<file path="config.mk">
export PLATFORM = sky130hd
export DESIGN_NAME = cpu
export DESIGN_NICKNAME = d
export VERILOG_FILES = /design/src/hw/cpu_pkg.sv /design/src/hw/dmem_if.sv /design/src/hw/regfile.sv /design/src/hw/alu.sv /design/src/hw/hazard_unit.sv /design/src/hw/dmem_port.sv /design/src/hw/cpu_core.sv /design/src/hw/cpu.sv
export SDC_FILE = /design/constraint.sdc
export NUM_CORES = 1
export LEC_CHECK = 0
export BUFFER_PORTS_ARGS = -buffer_cell sky130_fd_sc_hd__buf_2
export CORE_MARGIN = 3
export CORE_UTILIZATION = 30
export CTS_CLUSTER_DIAMETER = 40
export CTS_CLUSTER_SIZE = 10
export DETAILED_ROUTE_END_ITERATION = 10
export HOLD_SLACK_MARGIN = 0.02
export SLEW_MARGIN = 20
export SYNTH_ARGS = -nofsm -noshare
export SYNTH_HDL_FRONTEND = slang
export SYNTH_HIERARCHICAL = 1
export SYNTH_SLANG_ARGS = --single-unit
</file>
<file path="constraint.sdc">
create_clock -name clk -period 13.8 [get_ports clk]
set_input_delay 1.38 -clock clk [delete_from_list [all_inputs] [get_ports clk]]
set_output_delay 1.38 -clock clk [all_outputs]
set_load 0.05 [all_outputs]
</file>
<file path="src/hw/cpu_pkg.sv">
`default_nettype none

package cpu_pkg;

	// -------------------------------------------------------------------------
	// Widths and flag word layout
	// -------------------------------------------------------------------------
	localparam int xlen = 16;     // Data and address width
	localparam int nreg = 16;     // Register count, r0 reads zero
	localparam int reg_sel_w = 4;

	localparam int flag_z = 2;    // Zero
	localparam int flag_v = 1;    // Overflow
	localparam int flag_n = 0;    // Negative

	// -------------------------------------------------------------------------
	// Encodings
	// -------------------------------------------------------------------------
	typedef enum logic [3:0] {
		op_add = 4'h0,
		op_sub = 4'h1,
		op_xor = 4'h2,
		op_sll = 4'h4,
		op_sra = 4'h5,
		op_ror = 4'h6,
		op_lw  = 4'h8,
		op_sw  = 4'h9,
		op_lhb = 4'ha,
		op_llb = 4'hb,
		op_b   = 4'hc,
		op_hlt = 4'hf
	} opcode_e;

	typedef enum logic [2:0] {
		cond_ne = 3'd0,
		cond_eq = 3'd1,
		cond_gt = 3'd2,
		cond_lt = 3'd3,
		cond_ge = 3'd4,
		cond_le = 3'd5,
		cond_ov = 3'd6,
		cond_al = 3'd7   // Ignores flags
	} cond_e;

	// Operand source in EX
	typedef enum logic [1:0] {
		fwd_rf  = 2'd0,
		fwd_mem = 2'd1,
		fwd_wb  = 2'd2
	} fwd_e;

	// Register form, rt is also the imm4 of shifts and memory offsets
	typedef struct packed {
		opcode_e opcode;
		logic [reg_sel_w-1:0] rd;
		logic [reg_sel_w-1:0] rs;
		logic [reg_sel_w-1:0] rt;
	} instr_r_t;

	typedef struct packed {
		cond_e cond;
		logic [8:0] offset;   // Signed, in words
	} br_field_t;

	typedef struct packed {
		logic [reg_sel_w-1:0] rd;
		logic [7:0] imm8;
	} byte_field_t;

	// Low twelve bits of B versus LHB/LLB
	typedef union packed {
		br_field_t br;
		byte_field_t bt;
	} bb_body_t;

	typedef struct packed {
		opcode_e opcode;
		bb_body_t body;
	} instr_b_t;

	typedef union packed {
		instr_r_t r;
		instr_b_t b;
	} instr_t;

endpackage

`default_nettype wire

</file>
<file path="src/hw/dmem_if.sv">
`default_nettype none

// MEM stage to data port unit
interface dmem_if;
	logic en;                           // Load or store pending
	logic wr;                           // Store when set
	logic [cpu_pkg::xlen-1:0] addr;
	logic [cpu_pkg::xlen-1:0] wdata;
	logic [cpu_pkg::xlen-1:0] rdata;    // Meaningful with done
	logic done;                         // Access completes this cycle

	modport stage (
		output en, wr, addr, wdata,
		input rdata, done
	);

	modport port (
		input en, wr, addr, wdata,
		output rdata, done
	);

endinterface

`default_nettype wire

</file>
<file path="src/hw/regfile.sv">
`default_nettype none

module regfile (
	input  logic clk,
	input  logic rst_n,
	input  logic [cpu_pkg::reg_sel_w-1:0] rsel1,
	input  logic [cpu_pkg::reg_sel_w-1:0] rsel2,
	input  logic [cpu_pkg::reg_sel_w-1:0] wsel,
	input  logic wen,
	input  logic [cpu_pkg::xlen-1:0] wdata,
	output logic [cpu_pkg::xlen-1:0] rdata1,
	output logic [cpu_pkg::xlen-1:0] rdata2
);

	logic [cpu_pkg::xlen-1:0] regs [cpu_pkg::nreg];

	always_ff @(posedge clk or negedge rst_n) begin
		if (!rst_n) begin
			for (int i = 0; i < cpu_pkg::nreg; i++) begin
				regs[i] <= '0;
			end
		end else if (wen && wsel != '0) begin   // r0 never written
			regs[wsel] <= wdata;
		end
	end

	// Same-cycle WB write shows up on the read side
	assign rdata1 = (rsel1 == '0) ? '0 :
		(wen && wsel == rsel1) ? wdata : regs[rsel1];
	assign rdata2 = (rsel2 == '0) ? '0 :
		(wen && wsel == rsel2) ? wdata : regs[rsel2];

endmodule

`default_nettype wire

</file>
<file path="src/hw/alu.sv">
`default_nettype none

module alu (
	input  logic [cpu_pkg::xlen-1:0] a,
	input  logic [cpu_pkg::xlen-1:0] b,          // Register or zero-extended imm4
	input  cpu_pkg::opcode_e op,
	output logic [cpu_pkg::xlen-1:0] result,
	output logic [2:0] flags,
	output logic [2:0] flag_wen
);

	logic [cpu_pkg::xlen:0] sum_ext;        // Sign-extended by one bit
	logic ovf;
	logic [2*cpu_pkg::xlen-1:0] rot;        // Doubled word for rotate

	assign sum_ext = (op == cpu_pkg::op_sub) ?
		{a[cpu_pkg::xlen-1], a} - {b[cpu_pkg::xlen-1], b} :
		{a[cpu_pkg::xlen-1], a} + {b[cpu_pkg::xlen-1], b};
	assign ovf = sum_ext[cpu_pkg::xlen] ^ sum_ext[cpu_pkg::xlen-1];
	assign rot = {a, a} >> b[3:0];

	always_comb begin
		result = '0;
		flag_wen = '0;
		case (op)
			cpu_pkg::op_add, cpu_pkg::op_sub: begin
				if (!ovf)
					result = sum_ext[cpu_pkg::xlen-1:0];
				else if (sum_ext[cpu_pkg::xlen])
					result = {1'b1, {(cpu_pkg::xlen-1){1'b0}}};   // Clamp to most negative
				else
					result = {1'b0, {(cpu_pkg::xlen-1){1'b1}}};   // Clamp to most positive
				flag_wen = '1;
			end
			cpu_pkg::op_xor: begin
				result = a ^ b;
				flag_wen[cpu_pkg::flag_z] = 1'b1;
			end
			cpu_pkg::op_sll: begin
				result = a << b[3:0];
				flag_wen[cpu_pkg::flag_z] = 1'b1;
			end
			cpu_pkg::op_sra: begin
				result = $signed(a) >>> b[3:0];
				flag_wen[cpu_pkg::flag_z] = 1'b1;
			end
			cpu_pkg::op_ror: begin
				result = rot[cpu_pkg::xlen-1:0];
				flag_wen[cpu_pkg::flag_z] = 1'b1;
			end
			default: result = '0;   // Memory, byte and branch ops leave flags alone
		endcase
	end

	// V only means something for ADD and SUB, flag_wen keeps it out otherwise
	always_comb begin
		flags[cpu_pkg::flag_z] = (result == '0);
		flags[cpu_pkg::flag_v] = ovf;
		flags[cpu_pkg::flag_n] = result[cpu_pkg::xlen-1];
	end

endmodule

`default_nettype wire

</file>
<file path="src/hw/hazard_unit.sv">
`default_nettype none

module hazard_unit (
	input  logic [cpu_pkg::reg_sel_w-1:0] ex_rs,
	input  logic [cpu_pkg::reg_sel_w-1:0] ex_rt,
	input  logic [cpu_pkg::reg_sel_w-1:0] mem_rd,
	input  logic [cpu_pkg::reg_sel_w-1:0] wb_rd,
	input  logic [cpu_pkg::reg_sel_w-1:0] id_rs,
	input  logic [cpu_pkg::reg_sel_w-1:0] id_rt,
	input  logic [cpu_pkg::reg_sel_w-1:0] ex_rd,
	input  logic mem_regwrite,
	input  logic wb_regwrite,
	input  logic ex_memread,     // Valid LW sitting in EX
	input  logic branch_taken,
	output cpu_pkg::fwd_e fwd_a,
	output cpu_pkg::fwd_e fwd_b,
	output logic load_stall,
	output logic flush
);

	// MEM holds the younger result so it wins over WB
	function automatic cpu_pkg::fwd_e pick_src(
		input logic [cpu_pkg::reg_sel_w-1:0] src,
		input logic mem_we,
		input logic [cpu_pkg::reg_sel_w-1:0] mem_dst,
		input logic wb_we,
		input logic [cpu_pkg::reg_sel_w-1:0] wb_dst
	);
		if (src == '0)
			return cpu_pkg::fwd_rf;   // r0 is constant
		if (mem_we && mem_dst == src)
			return cpu_pkg::fwd_mem;
		if (wb_we && wb_dst == src)
			return cpu_pkg::fwd_wb;
		return cpu_pkg::fwd_rf;
	endfunction

	assign fwd_a = pick_src(ex_rs, mem_regwrite, mem_rd, wb_regwrite, wb_rd);
	assign fwd_b = pick_src(ex_rt, mem_regwrite, mem_rd, wb_regwrite, wb_rd);

	// Load data is not ready until MEM, one bubble covers it
	assign load_stall = ex_memread && ex_rd != '0 && (ex_rd == id_rs || ex_rd == id_rt);
	assign flush = branch_taken;   // Kills IF/ID and ID/EX

endmodule

`default_nettype wire

</file>
<file path="src/hw/dmem_port.sv">
`default_nettype none

module dmem_port (
	input  logic clk,
	input  logic rst_n,
	dmem_if.port mem,
	output logic dmem_en,
	output logic dmem_wr,
	output logic [cpu_pkg::xlen-1:0] dmem_addr,
	output logic [cpu_pkg::xlen-1:0] dmem_wdata,
	input  logic [cpu_pkg::xlen-1:0] dmem_rdata,
	input  logic dmem_valid,
	output logic mem_stall
);

	logic done_q;   // An access ended last cycle

	// Request stays on the port until valid, then drops for one cycle
	// so a request still presented is never taken as a second access
	always_ff @(posedge clk or negedge rst_n) begin
		if (!rst_n)
			done_q <= 1'b0;
		else
			done_q <= mem.done;
	end

	assign dmem_en = mem.en && !done_q;
	assign dmem_wr = dmem_en && mem.wr;
	assign dmem_addr = mem.addr;     // Held by EX/MEM while stalled
	assign dmem_wdata = mem.wdata;

	assign mem.rdata = dmem_rdata;
	assign mem.done = dmem_en && dmem_valid;   // Combinational, same cycle as valid

	// Whole pipeline waits on the outstanding access
	assign mem_stall = mem.en && !mem.done;

endmodule

`default_nettype wire

</file>
<file path="src/hw/cpu_core.sv">
`default_nettype none

module cpu_core (
	input  logic clk,
	input  logic rst_n,
	input  logic [cpu_pkg::xlen-1:0] imem_rdata,   // Word at pc, same cycle
	output logic [cpu_pkg::xlen-1:0] pc,
	dmem_if.stage mem,
	input  logic mem_stall,                         // Data port busy, freeze all
	output logic hlt
);

	// IF/ID
	cpu_pkg::instr_t id_ins;
	logic [cpu_pkg::xlen-1:0] id_pc2;
	logic id_valid;
	logic fetch_halt;                      // HLT went past ID, fetch stopped

	// ID
	cpu_pkg::opcode_e id_op;
	logic [cpu_pkg::reg_sel_w-1:0] id_rs_sel;
	logic [cpu_pkg::reg_sel_w-1:0] id_rt_sel;
	logic [cpu_pkg::xlen-1:0] id_a;
	logic [cpu_pkg::xlen-1:0] id_b;
	logic id_hlt;

	// ID/EX and EX
	cpu_pkg::instr_t ex_ins;
	logic ex_valid;
	logic [cpu_pkg::xlen-1:0] ex_pc2;
	logic [cpu_pkg::xlen-1:0] ex_a;
	logic [cpu_pkg::xlen-1:0] ex_b;
	logic [cpu_pkg::reg_sel_w-1:0] ex_rs;
	logic [cpu_pkg::reg_sel_w-1:0] ex_rt;
	cpu_pkg::opcode_e ex_op;
	cpu_pkg::fwd_e fwd_a;
	cpu_pkg::fwd_e fwd_b;
	logic [cpu_pkg::xlen-1:0] a_fwd;
	logic [cpu_pkg::xlen-1:0] b_fwd;
	logic [cpu_pkg::xlen-1:0] alu_b;
	logic [cpu_pkg::xlen-1:0] alu_res;
	logic [cpu_pkg::xlen-1:0] ex_res;
	logic [cpu_pkg::xlen-1:0] ex_addr;
	logic [cpu_pkg::xlen-1:0] br_target;
	logic [2:0] flags_q;
	logic [2:0] alu_flags;
	logic [2:0] alu_fwen;
	logic ex_shift;
	logic ex_regwrite;
	logic ex_load;
	logic cond_ok;
	logic br_taken;
	logic load_stall;
	logic flush;

	// EX/MEM
	logic mem_regwrite;
	logic mem_load;
	logic mem_store;
	logic mem_hlt;
	logic [cpu_pkg::reg_sel_w-1:0] mem_rd;
	logic [cpu_pkg::xlen-1:0] mem_res;
	logic [cpu_pkg::xlen-1:0] mem_addr;
	logic [cpu_pkg::xlen-1:0] mem_wdata;
	logic [cpu_pkg::xlen-1:0] mem_fwd;

	// MEM/WB
	logic wb_regwrite;
	logic wb_hlt;
	logic [cpu_pkg::reg_sel_w-1:0] wb_rd;
	logic [cpu_pkg::xlen-1:0] wb_data;

	logic if_en;   // PC and IF/ID may move

	// ---------------------------------------------------------------------------
	// IF
	// ---------------------------------------------------------------------------
	assign if_en = !mem_stall && !load_stall;

	always_ff @(posedge clk or negedge rst_n) begin
		if (!rst_n) begin
			pc <= '0;
			fetch_halt <= 1'b0;
			id_valid <= 1'b0;
		end else if (if_en) begin
			if (flush)
				pc <= br_target;                 // Redirect from EX
			else if (!(id_hlt || fetch_halt))
				pc <= pc + 16'd2;                // Freezes at HLT address plus 2
			fetch_halt <= fetch_halt || (id_hlt && !flush);
			id_valid <= !(flush || id_hlt || fetch_halt);
		end
	end

	always_ff @(posedge clk) begin
		if (if_en) begin
			id_ins <= imem_rdata;
			id_pc2 <= pc + 16'd2;
		end
	end

	// ---------------------------------------------------------------------------
	// ID
	// ---------------------------------------------------------------------------
	assign id_op = id_ins.r.opcode;
	assign id_hlt = id_valid && id_op == cpu_pkg::op_hlt;

	// Unused operand reads r0 so it never forwards or stalls
	always_comb begin
		id_rs_sel = '0;
		id_rt_sel = '0;
		if (id_valid) begin
			case (id_op)
				cpu_pkg::op_add, cpu_pkg::op_sub, cpu_pkg::op_xor: begin
					id_rs_sel = id_ins.r.rs;
					id_rt_sel = id_ins.r.rt;
				end
				cpu_pkg::op_sll, cpu_pkg::op_sra, cpu_pkg::op_ror, cpu_pkg::op_lw:
					id_rs_sel = id_ins.r.rs;
				cpu_pkg::op_sw: begin
					id_rs_sel = id_ins.r.rs;       // Base
					id_rt_sel = id_ins.r.rd;       // Store data
				end
				cpu_pkg::op_lhb, cpu_pkg::op_llb:
					id_rs_sel = id_ins.b.body.bt.rd;   // Other byte is kept
				default: id_rs_sel = '0;
			endcase
		end
	end

	regfile rf_inst (
		.clk    (clk),
		.rst_n  (rst_n),
		.rsel1  (id_rs_sel),
		.rsel2  (id_rt_sel),
		.wsel   (wb_rd),
		.wen    (wb_regwrite),
		.wdata  (wb_data),
		.rdata1 (id_a),
		.rdata2 (id_b)
	);

	always_ff @(posedge clk or negedge rst_n) begin
		if (!rst_n)
			ex_valid <= 1'b0;
		else if (!mem_stall)
			ex_valid <= id_valid && !flush && !load_stall;   // Bubble on flush or load-use
	end

	always_ff @(posedge clk) begin
		if (!mem_stall) begin
			ex_ins <= id_ins;
			ex_pc2 <= id_pc2;
			ex_a <= id_a;
			ex_b <= id_b;
			ex_rs <= id_rs_sel;
			ex_rt <= id_rt_sel;
		end
	end

	// ---------------------------------------------------------------------------
	// EX
	// ---------------------------------------------------------------------------
	assign ex_op = ex_ins.r.opcode;
	assign ex_shift = ex_op inside {cpu_pkg::op_sll, cpu_pkg::op_sra, cpu_pkg::op_ror};
	assign ex_load = ex_valid && ex_op == cpu_pkg::op_lw;
	assign ex_regwrite = ex_valid && (ex_op inside {cpu_pkg::op_add, cpu_pkg::op_sub,
		cpu_pkg::op_xor, cpu_pkg::op_sll, cpu_pkg::op_sra, cpu_pkg::op_ror,
		cpu_pkg::op_lw, cpu_pkg::op_lhb, cpu_pkg::op_llb});

	always_comb begin
		case (fwd_a)
			cpu_pkg::fwd_mem: a_fwd = mem_fwd;
			cpu_pkg::fwd_wb:  a_fwd = wb_data;
			default:          a_fwd = ex_a;
		endcase
		case (fwd_b)
			cpu_pkg::fwd_mem: b_fwd = mem_fwd;
			cpu_pkg::fwd_wb:  b_fwd = wb_data;
			default:          b_fwd = ex_b;
		endcase
	end

	assign alu_b = ex_shift ? {{(cpu_pkg::xlen-4){1'b0}}, ex_ins.r.rt} : b_fwd;

	alu alu_inst (
		.a        (a_fwd),
		.b        (alu_b),
		.op       (ex_op),
		.result   (alu_res),
		.flags    (alu_flags),
		.flag_wen (alu_fwen)
	);

	always_comb begin
		case (ex_op)
			cpu_pkg::op_lhb: ex_res = {ex_ins.b.body.bt.imm8, a_fwd[7:0]};
			cpu_pkg::op_llb: ex_res = {a_fwd[15:8], ex_ins.b.body.bt.imm8};
			default:         ex_res = alu_res;
		endcase
	end

	// Base plus offset in words, and the branch target from pc plus 2
	assign ex_addr = a_fwd + {{(cpu_pkg::xlen-5){ex_ins.r.rt[3]}}, ex_ins.r.rt, 1'b0};
	assign br_target = ex_pc2 +
		{{(cpu_pkg::xlen-10){ex_ins.b.body.br.offset[8]}}, ex_ins.b.body.br.offset, 1'b0};

	always_comb begin
		case (ex_ins.b.body.br.cond)
			cpu_pkg::cond_ne: cond_ok = !flags_q[cpu_pkg::flag_z];
			cpu_pkg::cond_eq: cond_ok = flags_q[cpu_pkg::flag_z];
			cpu_pkg::cond_gt: cond_ok = !flags_q[cpu_pkg::flag_z] && !flags_q[cpu_pkg::flag_n];
			cpu_pkg::cond_lt: cond_ok = flags_q[cpu_pkg::flag_n];
			cpu_pkg::cond_ge: cond_ok = flags_q[cpu_pkg::flag_z] || !flags_q[cpu_pkg::flag_n];
			cpu_pkg::cond_le: cond_ok = flags_q[cpu_pkg::flag_z] || flags_q[cpu_pkg::flag_n];
			cpu_pkg::cond_ov: cond_ok = flags_q[cpu_pkg::flag_v];
			default:          cond_ok = 1'b1;
		endcase
	end

	assign br_taken = ex_valid && ex_op == cpu_pkg::op_b && cond_ok;

	// Flag register, per-bit write enables from the ALU
	always_ff @(posedge clk or negedge rst_n) begin
		if (!rst_n)
			flags_q <= '0;
		else if (ex_valid && !mem_stall)
			flags_q <= (alu_fwen & alu_flags) | (~alu_fwen & flags_q);
	end

	hazard_unit hz_inst (
		.ex_rs        (ex_rs),
		.ex_rt        (ex_rt),
		.mem_rd       (mem_rd),
		.wb_rd        (wb_rd),
		.id_rs        (id_rs_sel),
		.id_rt        (id_rt_sel),
		.ex_rd        (ex_ins.r.rd),
		.mem_regwrite (mem_regwrite),
		.wb_regwrite  (wb_regwrite),
		.ex_memread   (ex_load),
		.branch_taken (br_taken),
		.fwd_a        (fwd_a),
		.fwd_b        (fwd_b),
		.load_stall   (load_stall),
		.flush        (flush)
	);

	// ---------------------------------------------------------------------------
	// MEM and WB
	// ---------------------------------------------------------------------------
	always_ff @(posedge clk or negedge rst_n) begin
		if (!rst_n) begin
			mem_regwrite <= 1'b0;
			mem_load <= 1'b0;
			mem_store <= 1'b0;
			mem_hlt <= 1'b0;
			wb_regwrite <= 1'b0;
			wb_hlt <= 1'b0;
		end else if (!mem_stall) begin
			mem_regwrite <= ex_regwrite;
			mem_load <= ex_load;
			mem_store <= ex_valid && ex_op == cpu_pkg::op_sw;
			mem_hlt <= ex_valid && ex_op == cpu_pkg::op_hlt;
			wb_regwrite <= mem_regwrite;
			wb_hlt <= wb_hlt || mem_hlt;         // Sticky until reset
		end
	end

	always_ff @(posedge clk) begin
		if (!mem_stall) begin
			mem_rd <= ex_ins.r.rd;
			mem_res <= ex_res;
			mem_addr <= ex_addr;
			mem_wdata <= b_fwd;
			wb_rd <= mem_rd;
			wb_data <= mem_fwd;
		end
	end

	assign mem.en = mem_load || mem_store;
	assign mem.wr = mem_store;
	assign mem.addr = mem_addr;
	assign mem.wdata = mem_wdata;

	// Load data only counts in the done cycle, otherwise everything is frozen
	assign mem_fwd = mem_load ? mem.rdata : mem_res;
	assign hlt = wb_hlt;

endmodule

`default_nettype wire

</file>
<file path="src/hw/cpu.sv">
`default_nettype none

module cpu (
	input  logic clk,
	input  logic rst_n,
	output logic [cpu_pkg::xlen-1:0] imem_addr,
	input  logic [cpu_pkg::xlen-1:0] imem_rdata,
	output logic dmem_en,
	output logic dmem_wr,
	output logic [cpu_pkg::xlen-1:0] dmem_addr,
	output logic [cpu_pkg::xlen-1:0] dmem_wdata,
	input  logic [cpu_pkg::xlen-1:0] dmem_rdata,
	input  logic dmem_valid,
	output logic hlt,
	output logic [cpu_pkg::xlen-1:0] pc_out
);

	logic mem_stall;   // Data port back-pressure

	dmem_if dmem_bus ();

	cpu_core core_inst (
		.clk        (clk),
		.rst_n      (rst_n),
		.imem_rdata (imem_rdata),
		.pc         (pc_out),
		.mem        (dmem_bus.stage),
		.mem_stall  (mem_stall),
		.hlt        (hlt)
	);

	dmem_port port_inst (
		.clk        (clk),
		.rst_n      (rst_n),
		.mem        (dmem_bus.port),
		.dmem_en    (dmem_en),
		.dmem_wr    (dmem_wr),
		.dmem_addr  (dmem_addr),
		.dmem_wdata (dmem_wdata),
		.dmem_rdata (dmem_rdata),
		.dmem_valid (dmem_valid),
		.mem_stall  (mem_stall)
	);

	assign imem_addr = pc_out;   // Fetch straight from pc

endmodule

`default_nettype wire

</file>
* Word level (Yosys, flattened, before mapping)
Cells that the tools add are included.
** Word-level totals
- Word-level logic and storage cells :: 218
- Register bits after elaboration :: 461
** Operators by class
- Reductions and logical operators :: 62
- $lt $le $gt $ge :: 4
- $add $sub $neg :: 5
- Shifts and indexed selects :: 3
- Eq/ne operators :: 40
- Bitwise gates (word level) :: 9
- Mux-type cells :: 53
** Operators by type and width (count)
- 256-bit bitwise mux :: 1
- 16-bit 2-to-1 mux :: 13
- 16-bit binary-select mux with 4-bit select :: 2
- 16-bit one-hot mux with 2 select lines :: 3
- 16-bit one-hot mux with 5 select lines :: 1
- 16-bit demux with 4-bit select :: 1
- 4-bit equality test, second input constant :: 11
- 16-bit adder :: 2
- 4-bit equality test :: 8
- 32-bit by 4-bit right shift with 16-bit output :: 1
- 1-bit logical AND :: 27
- 2-bit 2-to-1 mux :: 13
- 4-bit by 3-bit equality test with 1-bit output, second input constant :: 6
- 4-bit logical NOT :: 6
- 16-bit by 16-bit adder with 17-bit output :: 1
- 17-bit 2-to-1 mux :: 1
- 16-bit by 16-bit subtractor with 17-bit output :: 1
- 16-bit by 2-bit adder with 16-bit output, second input constant :: 1
- 16-bit logical NOT :: 1
- 4-bit one-hot mux with 2 select lines :: 2
- 16-bit by 4-bit << shifter with 16-bit output :: 1
- 16-bit by 4-bit >>> shifter with 16-bit output :: 1
- 16-bit XOR :: 1
- 5-bit >= comparator, second input constant :: 3
- other kinds (28) :: 68

* Longest topological paths before layout
- Depth in word-level cells :: 20
- Mapped depth :: 32

* Modules after synthesis
The synthesis kept the hierarchy.
** By module, submodules not included
- regfile :: sequential area each 6406.1 um2, times used 1, cells each 1048, area an instance 14047.2 um2
- cpu_core :: sequential area each 5985.7 um2, times used 1, cells each 766, area an instance 9675.5 um2
- alu :: sequential area each 0.0 um2, times used 1, cells each 492, area an instance 3701.0 um2
- dmem_port :: sequential area each 25.0 um2, times used 1, cells each 54, area an instance 422.9 um2
- hazard_unit :: sequential area each 0.0 um2, times used 1, cells each 48, area an instance 342.8 um2
- cpu :: sequential area each 0.0 um2, times used 1, cells each 16, area an instance 120.1 um2

* Worst setup path before layout
No wires, ideal clock.
- Path kind :: register to register
- From :: register core_inst/mem_rd[1] in the netlist's numbering
- To :: register (tool-made name)
- Cell stages (with the launch flop) :: 30
- Period minus slack after synthesis :: 6.851 ns
- Setup slack :: 6.949 ns
- Data arrival time :: 6.786 ns
- Library setup time :: 0.064 ns
- Path through :: edfxtp_1 -> or2b_1 -> o2111ai_1 -> a2111oi_2 -> a21boi_1 -> inv_1 -> ha_1 -> clkbuf_1 -> o21ai_1 -> mux2_2 -> buf_6 -> buf_12 -> buf_4 -> inv_1 -> ha_1 -> or3b_2 -> nor3_1 -> nand2b_1 -> o41ai_1 -> xor2_1 -> ha_1 -> and3_1 -> clkbuf_1 -> a311oi_1 -> o31ai_1 -> xnor2_1 -> xnor2_1 -> or4bb_1 -> a211oi_2 -> mux2_2
** RTL lines
- from (decl) :: line cpu_core.sv:61 : logic [cpu_pkg::reg_sel_w-1:0] mem_rd;
- from (signal assigned) :: line cpu_core.sv:272 : mem_rd <= ex_ins.r.rd;

==> impl_metrics.toml <==
[clocking]
h-tree-depth = 3
cts_buffers = 80
cts_tree = "done"
cts_max_path_buffers = 3
cts-root-buf = "clkbuf_16"
cts_setup_buffers = 0
ctsResizeCount = 0
clk_latency_ps = 640
clock_sinks = 461
postCtsHoldBufs = 0
clkTransAtPathRegs_ps = 50

[timing]
fin_tns_setup_ps = 0
fin_crit_ps = 7940
maxSlewHeadroom = 0.181
final-setup-viol-count = 0
period_share = 0.575
grt_setup_unrepaired = "no"
maxSlewViolCount = 0
tightest_slew_ps = 1220
finClkSkew_ps = 45.3
max_freq_ghz = 0.126
hold_viol = 0

[finish]
nNetsFinal = 2493
regArea_sq_um = 12400
final_cells = 3726
drive_gt1_frac = 0.289
fill_cells = 9239
synthToLayoutAreaGrowth_pct = 14.0
final_core_util = 0.345
layout_commonest_cell = "dfrtp_1"
final_cell_mix = "285 x dfrtp_1, 270 x mux2_2, 176 x edfxtp_1, 167 x mux2i_1, 131 x nand2_1"
multi_input_area_sq_um = 14400

[synthesis]
synthesis.area_sq_um = 28300
seq_area_frac_synth = 0.439
ys_ff_latch = 461
synth_ff_type = "dfrtp_1"
syn_area_per_cell_sq_um = 11.7
synth_top_area_frac = 0.252
postSynthCellCount = 2424
async_flop_share = 0.618
synthTopCellsByArea = "dfrtp_1 25%, edfxtp_1 19%, mux2_2 11%"
synth_edf_count = 176
synth_nets = 2513
synth.distinct_cells = 99
yosys_warnings = 6
yosys.area.top_type = "dfrtp_1"

[hold_path]
hp-class = "register to register"

[setup_path]
cp_max_fo = 39
ff2ff_setup_slack_ps = 5860
critPathLaunchType = "register"
crit_type = "register to register"
r2r_cells = 27
arrival_ps = 8470
crit_path_start = "core_inst/mem_rd[1]$_DFFE_PN_"
required_ps = 14330
r2r-start = "core_inst/mem_rd[1]$_DFFE_PN_"
cp-end-kind = "register"

[grt]
grt_pass1_wl_mm = 129
grt_usage = 0.171
grt_max_degree = 169
antenna_found_initial = 3
grt_pass1_vias = 20163
overflow = 0

[die]
dieArea_sq_um = 98100
fp.dieH_microns = 313
core_sq_um = 93500
initial_core_util = 0.303
die_w_microns = 313
row_count = 112
pin_count = 102

[place]
portBuffers = 101
dp_hpwl_mm = 55.5
gp_congestion = 0.967
dp.cells = 3576

[pwr]
ir_drop_mv = 0.0920
power_w = 0.00676
p_leak_nw = 12.7
powerDensity_nw_per_um2 = 209

[drt]
ant_nets = 0
vias_per_cell = 5.52
first_iter_violations = 1971
wl_per_cell_microns = 23.0
routed-via-count = 20582
drt_drc_violations_left = 0
route.final.wire_length_mm = 85.8
first_pass_iters = 5

[job]
max_cap_viol_count = 0

[status]
status = "completed"
[report_power, final]
part / internal, W / total, W / leakage, nW / switching [W]
logic: 0.000971 / 0.00229 / 5.55 / 0.00132
clock network: 0.00132 / 0.00204 / 1.35 / 0.000725
registers: 0.00195 / 0.00243 / 5.84 / 0.000474
total: 0.00424 / 0.00676 / 12.7 / 0.00251
[sequential cells by signal, summed over array words and instances, names as in the netlist, 4 cells and up, named ones only]
name and flops:
core_inst/ex_rt 4, core_inst/wb_rd 4, core_inst/ex_a 16, core_inst/mem.addr 16, core_inst/pc 16, core_inst/ex_pc2 16, core_inst/mem_rd 4, core_inst/ex_ins 16
core_inst/ex_rs 4, core_inst/id_pc2 16, core_inst/mem.wdata 16, core_inst/id_ins 16, core_inst/mem_res 16, core_inst/rf_inst/regs 256, core_inst/wb_data 16, core_inst/ex_b 16
[metrics by stage]
step	worst slack (ps)	area [sq um]	hold WS (ps)
6_report	5860	32300	393
5_1_grt	5160	32300	409
4_1_cts	5960	32300	398
3_5_place_dp	6030	29500	388
3_3_place_gp	6160	29500	384
2_1_floorplan	6950	28300	400
[synthesized netlist by cell type, types with 61 or more instances]
library cell  count
dfrtp_1         285
mux2_2          270
edfxtp_1        176
mux2i_1         167
nand2_1         131
clkbuf_1        104
buf_4            90
mux4_2           89
a21oi_1          85
nor2_1           85
o22ai_1          74
xnor2_1          70
o21ai_0          61
[layout make-up]
class / instances / share of cell area
timing repair buffer: 161 / 0.0303
inverter: 33 / 0.00399
sequential: 461 / 0.385
clock buffer: 102 / 0.0677
antenna: 1 / 0.0000775
clock inverter: 47 / 0.0192
multi-input combinational: 1667 / 0.445
tap: 1254 / 0.0486
[critical path, stage by stage (launching register included)]
cell and delay (ps):
edfxtp_1 430, or2b_1 180, o2111ai_1 130, a2111oi_2 410, a21boi_1 250, inv_1 70
ha_1 860, o21ai_1 180, mux2_2 290, buf_4 300, inv_1 230, ha_1 210
or3b_2 500, nor3_1 400, nand2b_1 140, o41ai_1 320, xor2_1 190, ha_1 300
a21oi_1 180, a21boi_0 110, a311oi_1 260, o31ai_1 130, xnor2_1 470, xnor2_1 120
buf_4 220, or4bb_1 530, a211oi_2 240, mux2_2 180
[metal layers]
layer / global-route usage / part of all wire
met1: 0.229 / 0.42
met2: 0.269 / 0.46
met3: 0.0278 / 0.072
met4: 0.0830 / 0.044
met5: 0 / 0
[cells by family (layout without fill, tap and decap cells)]
logic type | count (synthesis) | after routing | share of synthesized area
simple gates | 451 | 451 | 0.0815
xor+xnor | 106 | 106 | 0.0328
mux | 535 | 535 | 0.244
fa+ha+maj | 54 | 54 | 0.0247
flops | 461 | 461 | 0.439
other cells | 0 | 1 | 0
compound gates | 521 | 521 | 0.122
buf+inv | 296 | 343 | 0.0571
[how the worst min path moves through the flow]
stage	from	end	depth (start not counted)
floorplan	core_inst/id_pc2[0]$_DFFE_PP_	core_inst/ex_pc2[0]$_DFFE_PN_	0
global route	core_inst/rf_inst/regs[250]$_DFFE_PN0P_	core_inst/rf_inst/regs[250]$_DFFE_PN0P_	0
CTS	core_inst/rf_inst/regs[253]$_DFFE_PN0P_	core_inst/rf_inst/regs[253]$_DFFE_PN0P_	0
global placement	core_inst/rf_inst/regs[255]$_DFFE_PN0P_	core_inst/rf_inst/regs[255]$_DFFE_PN0P_	0
detailed placement	core_inst/rf_inst/regs[253]$_DFFE_PN0P_	core_inst/rf_inst/regs[253]$_DFFE_PN0P_	0
finish	core_inst/rf_inst/regs[253]$_DFFE_PN0P_	core_inst/rf_inst/regs[253]$_DFFE_PN0P_	0
Note: power is estimated with default switching activity, not from simulation.
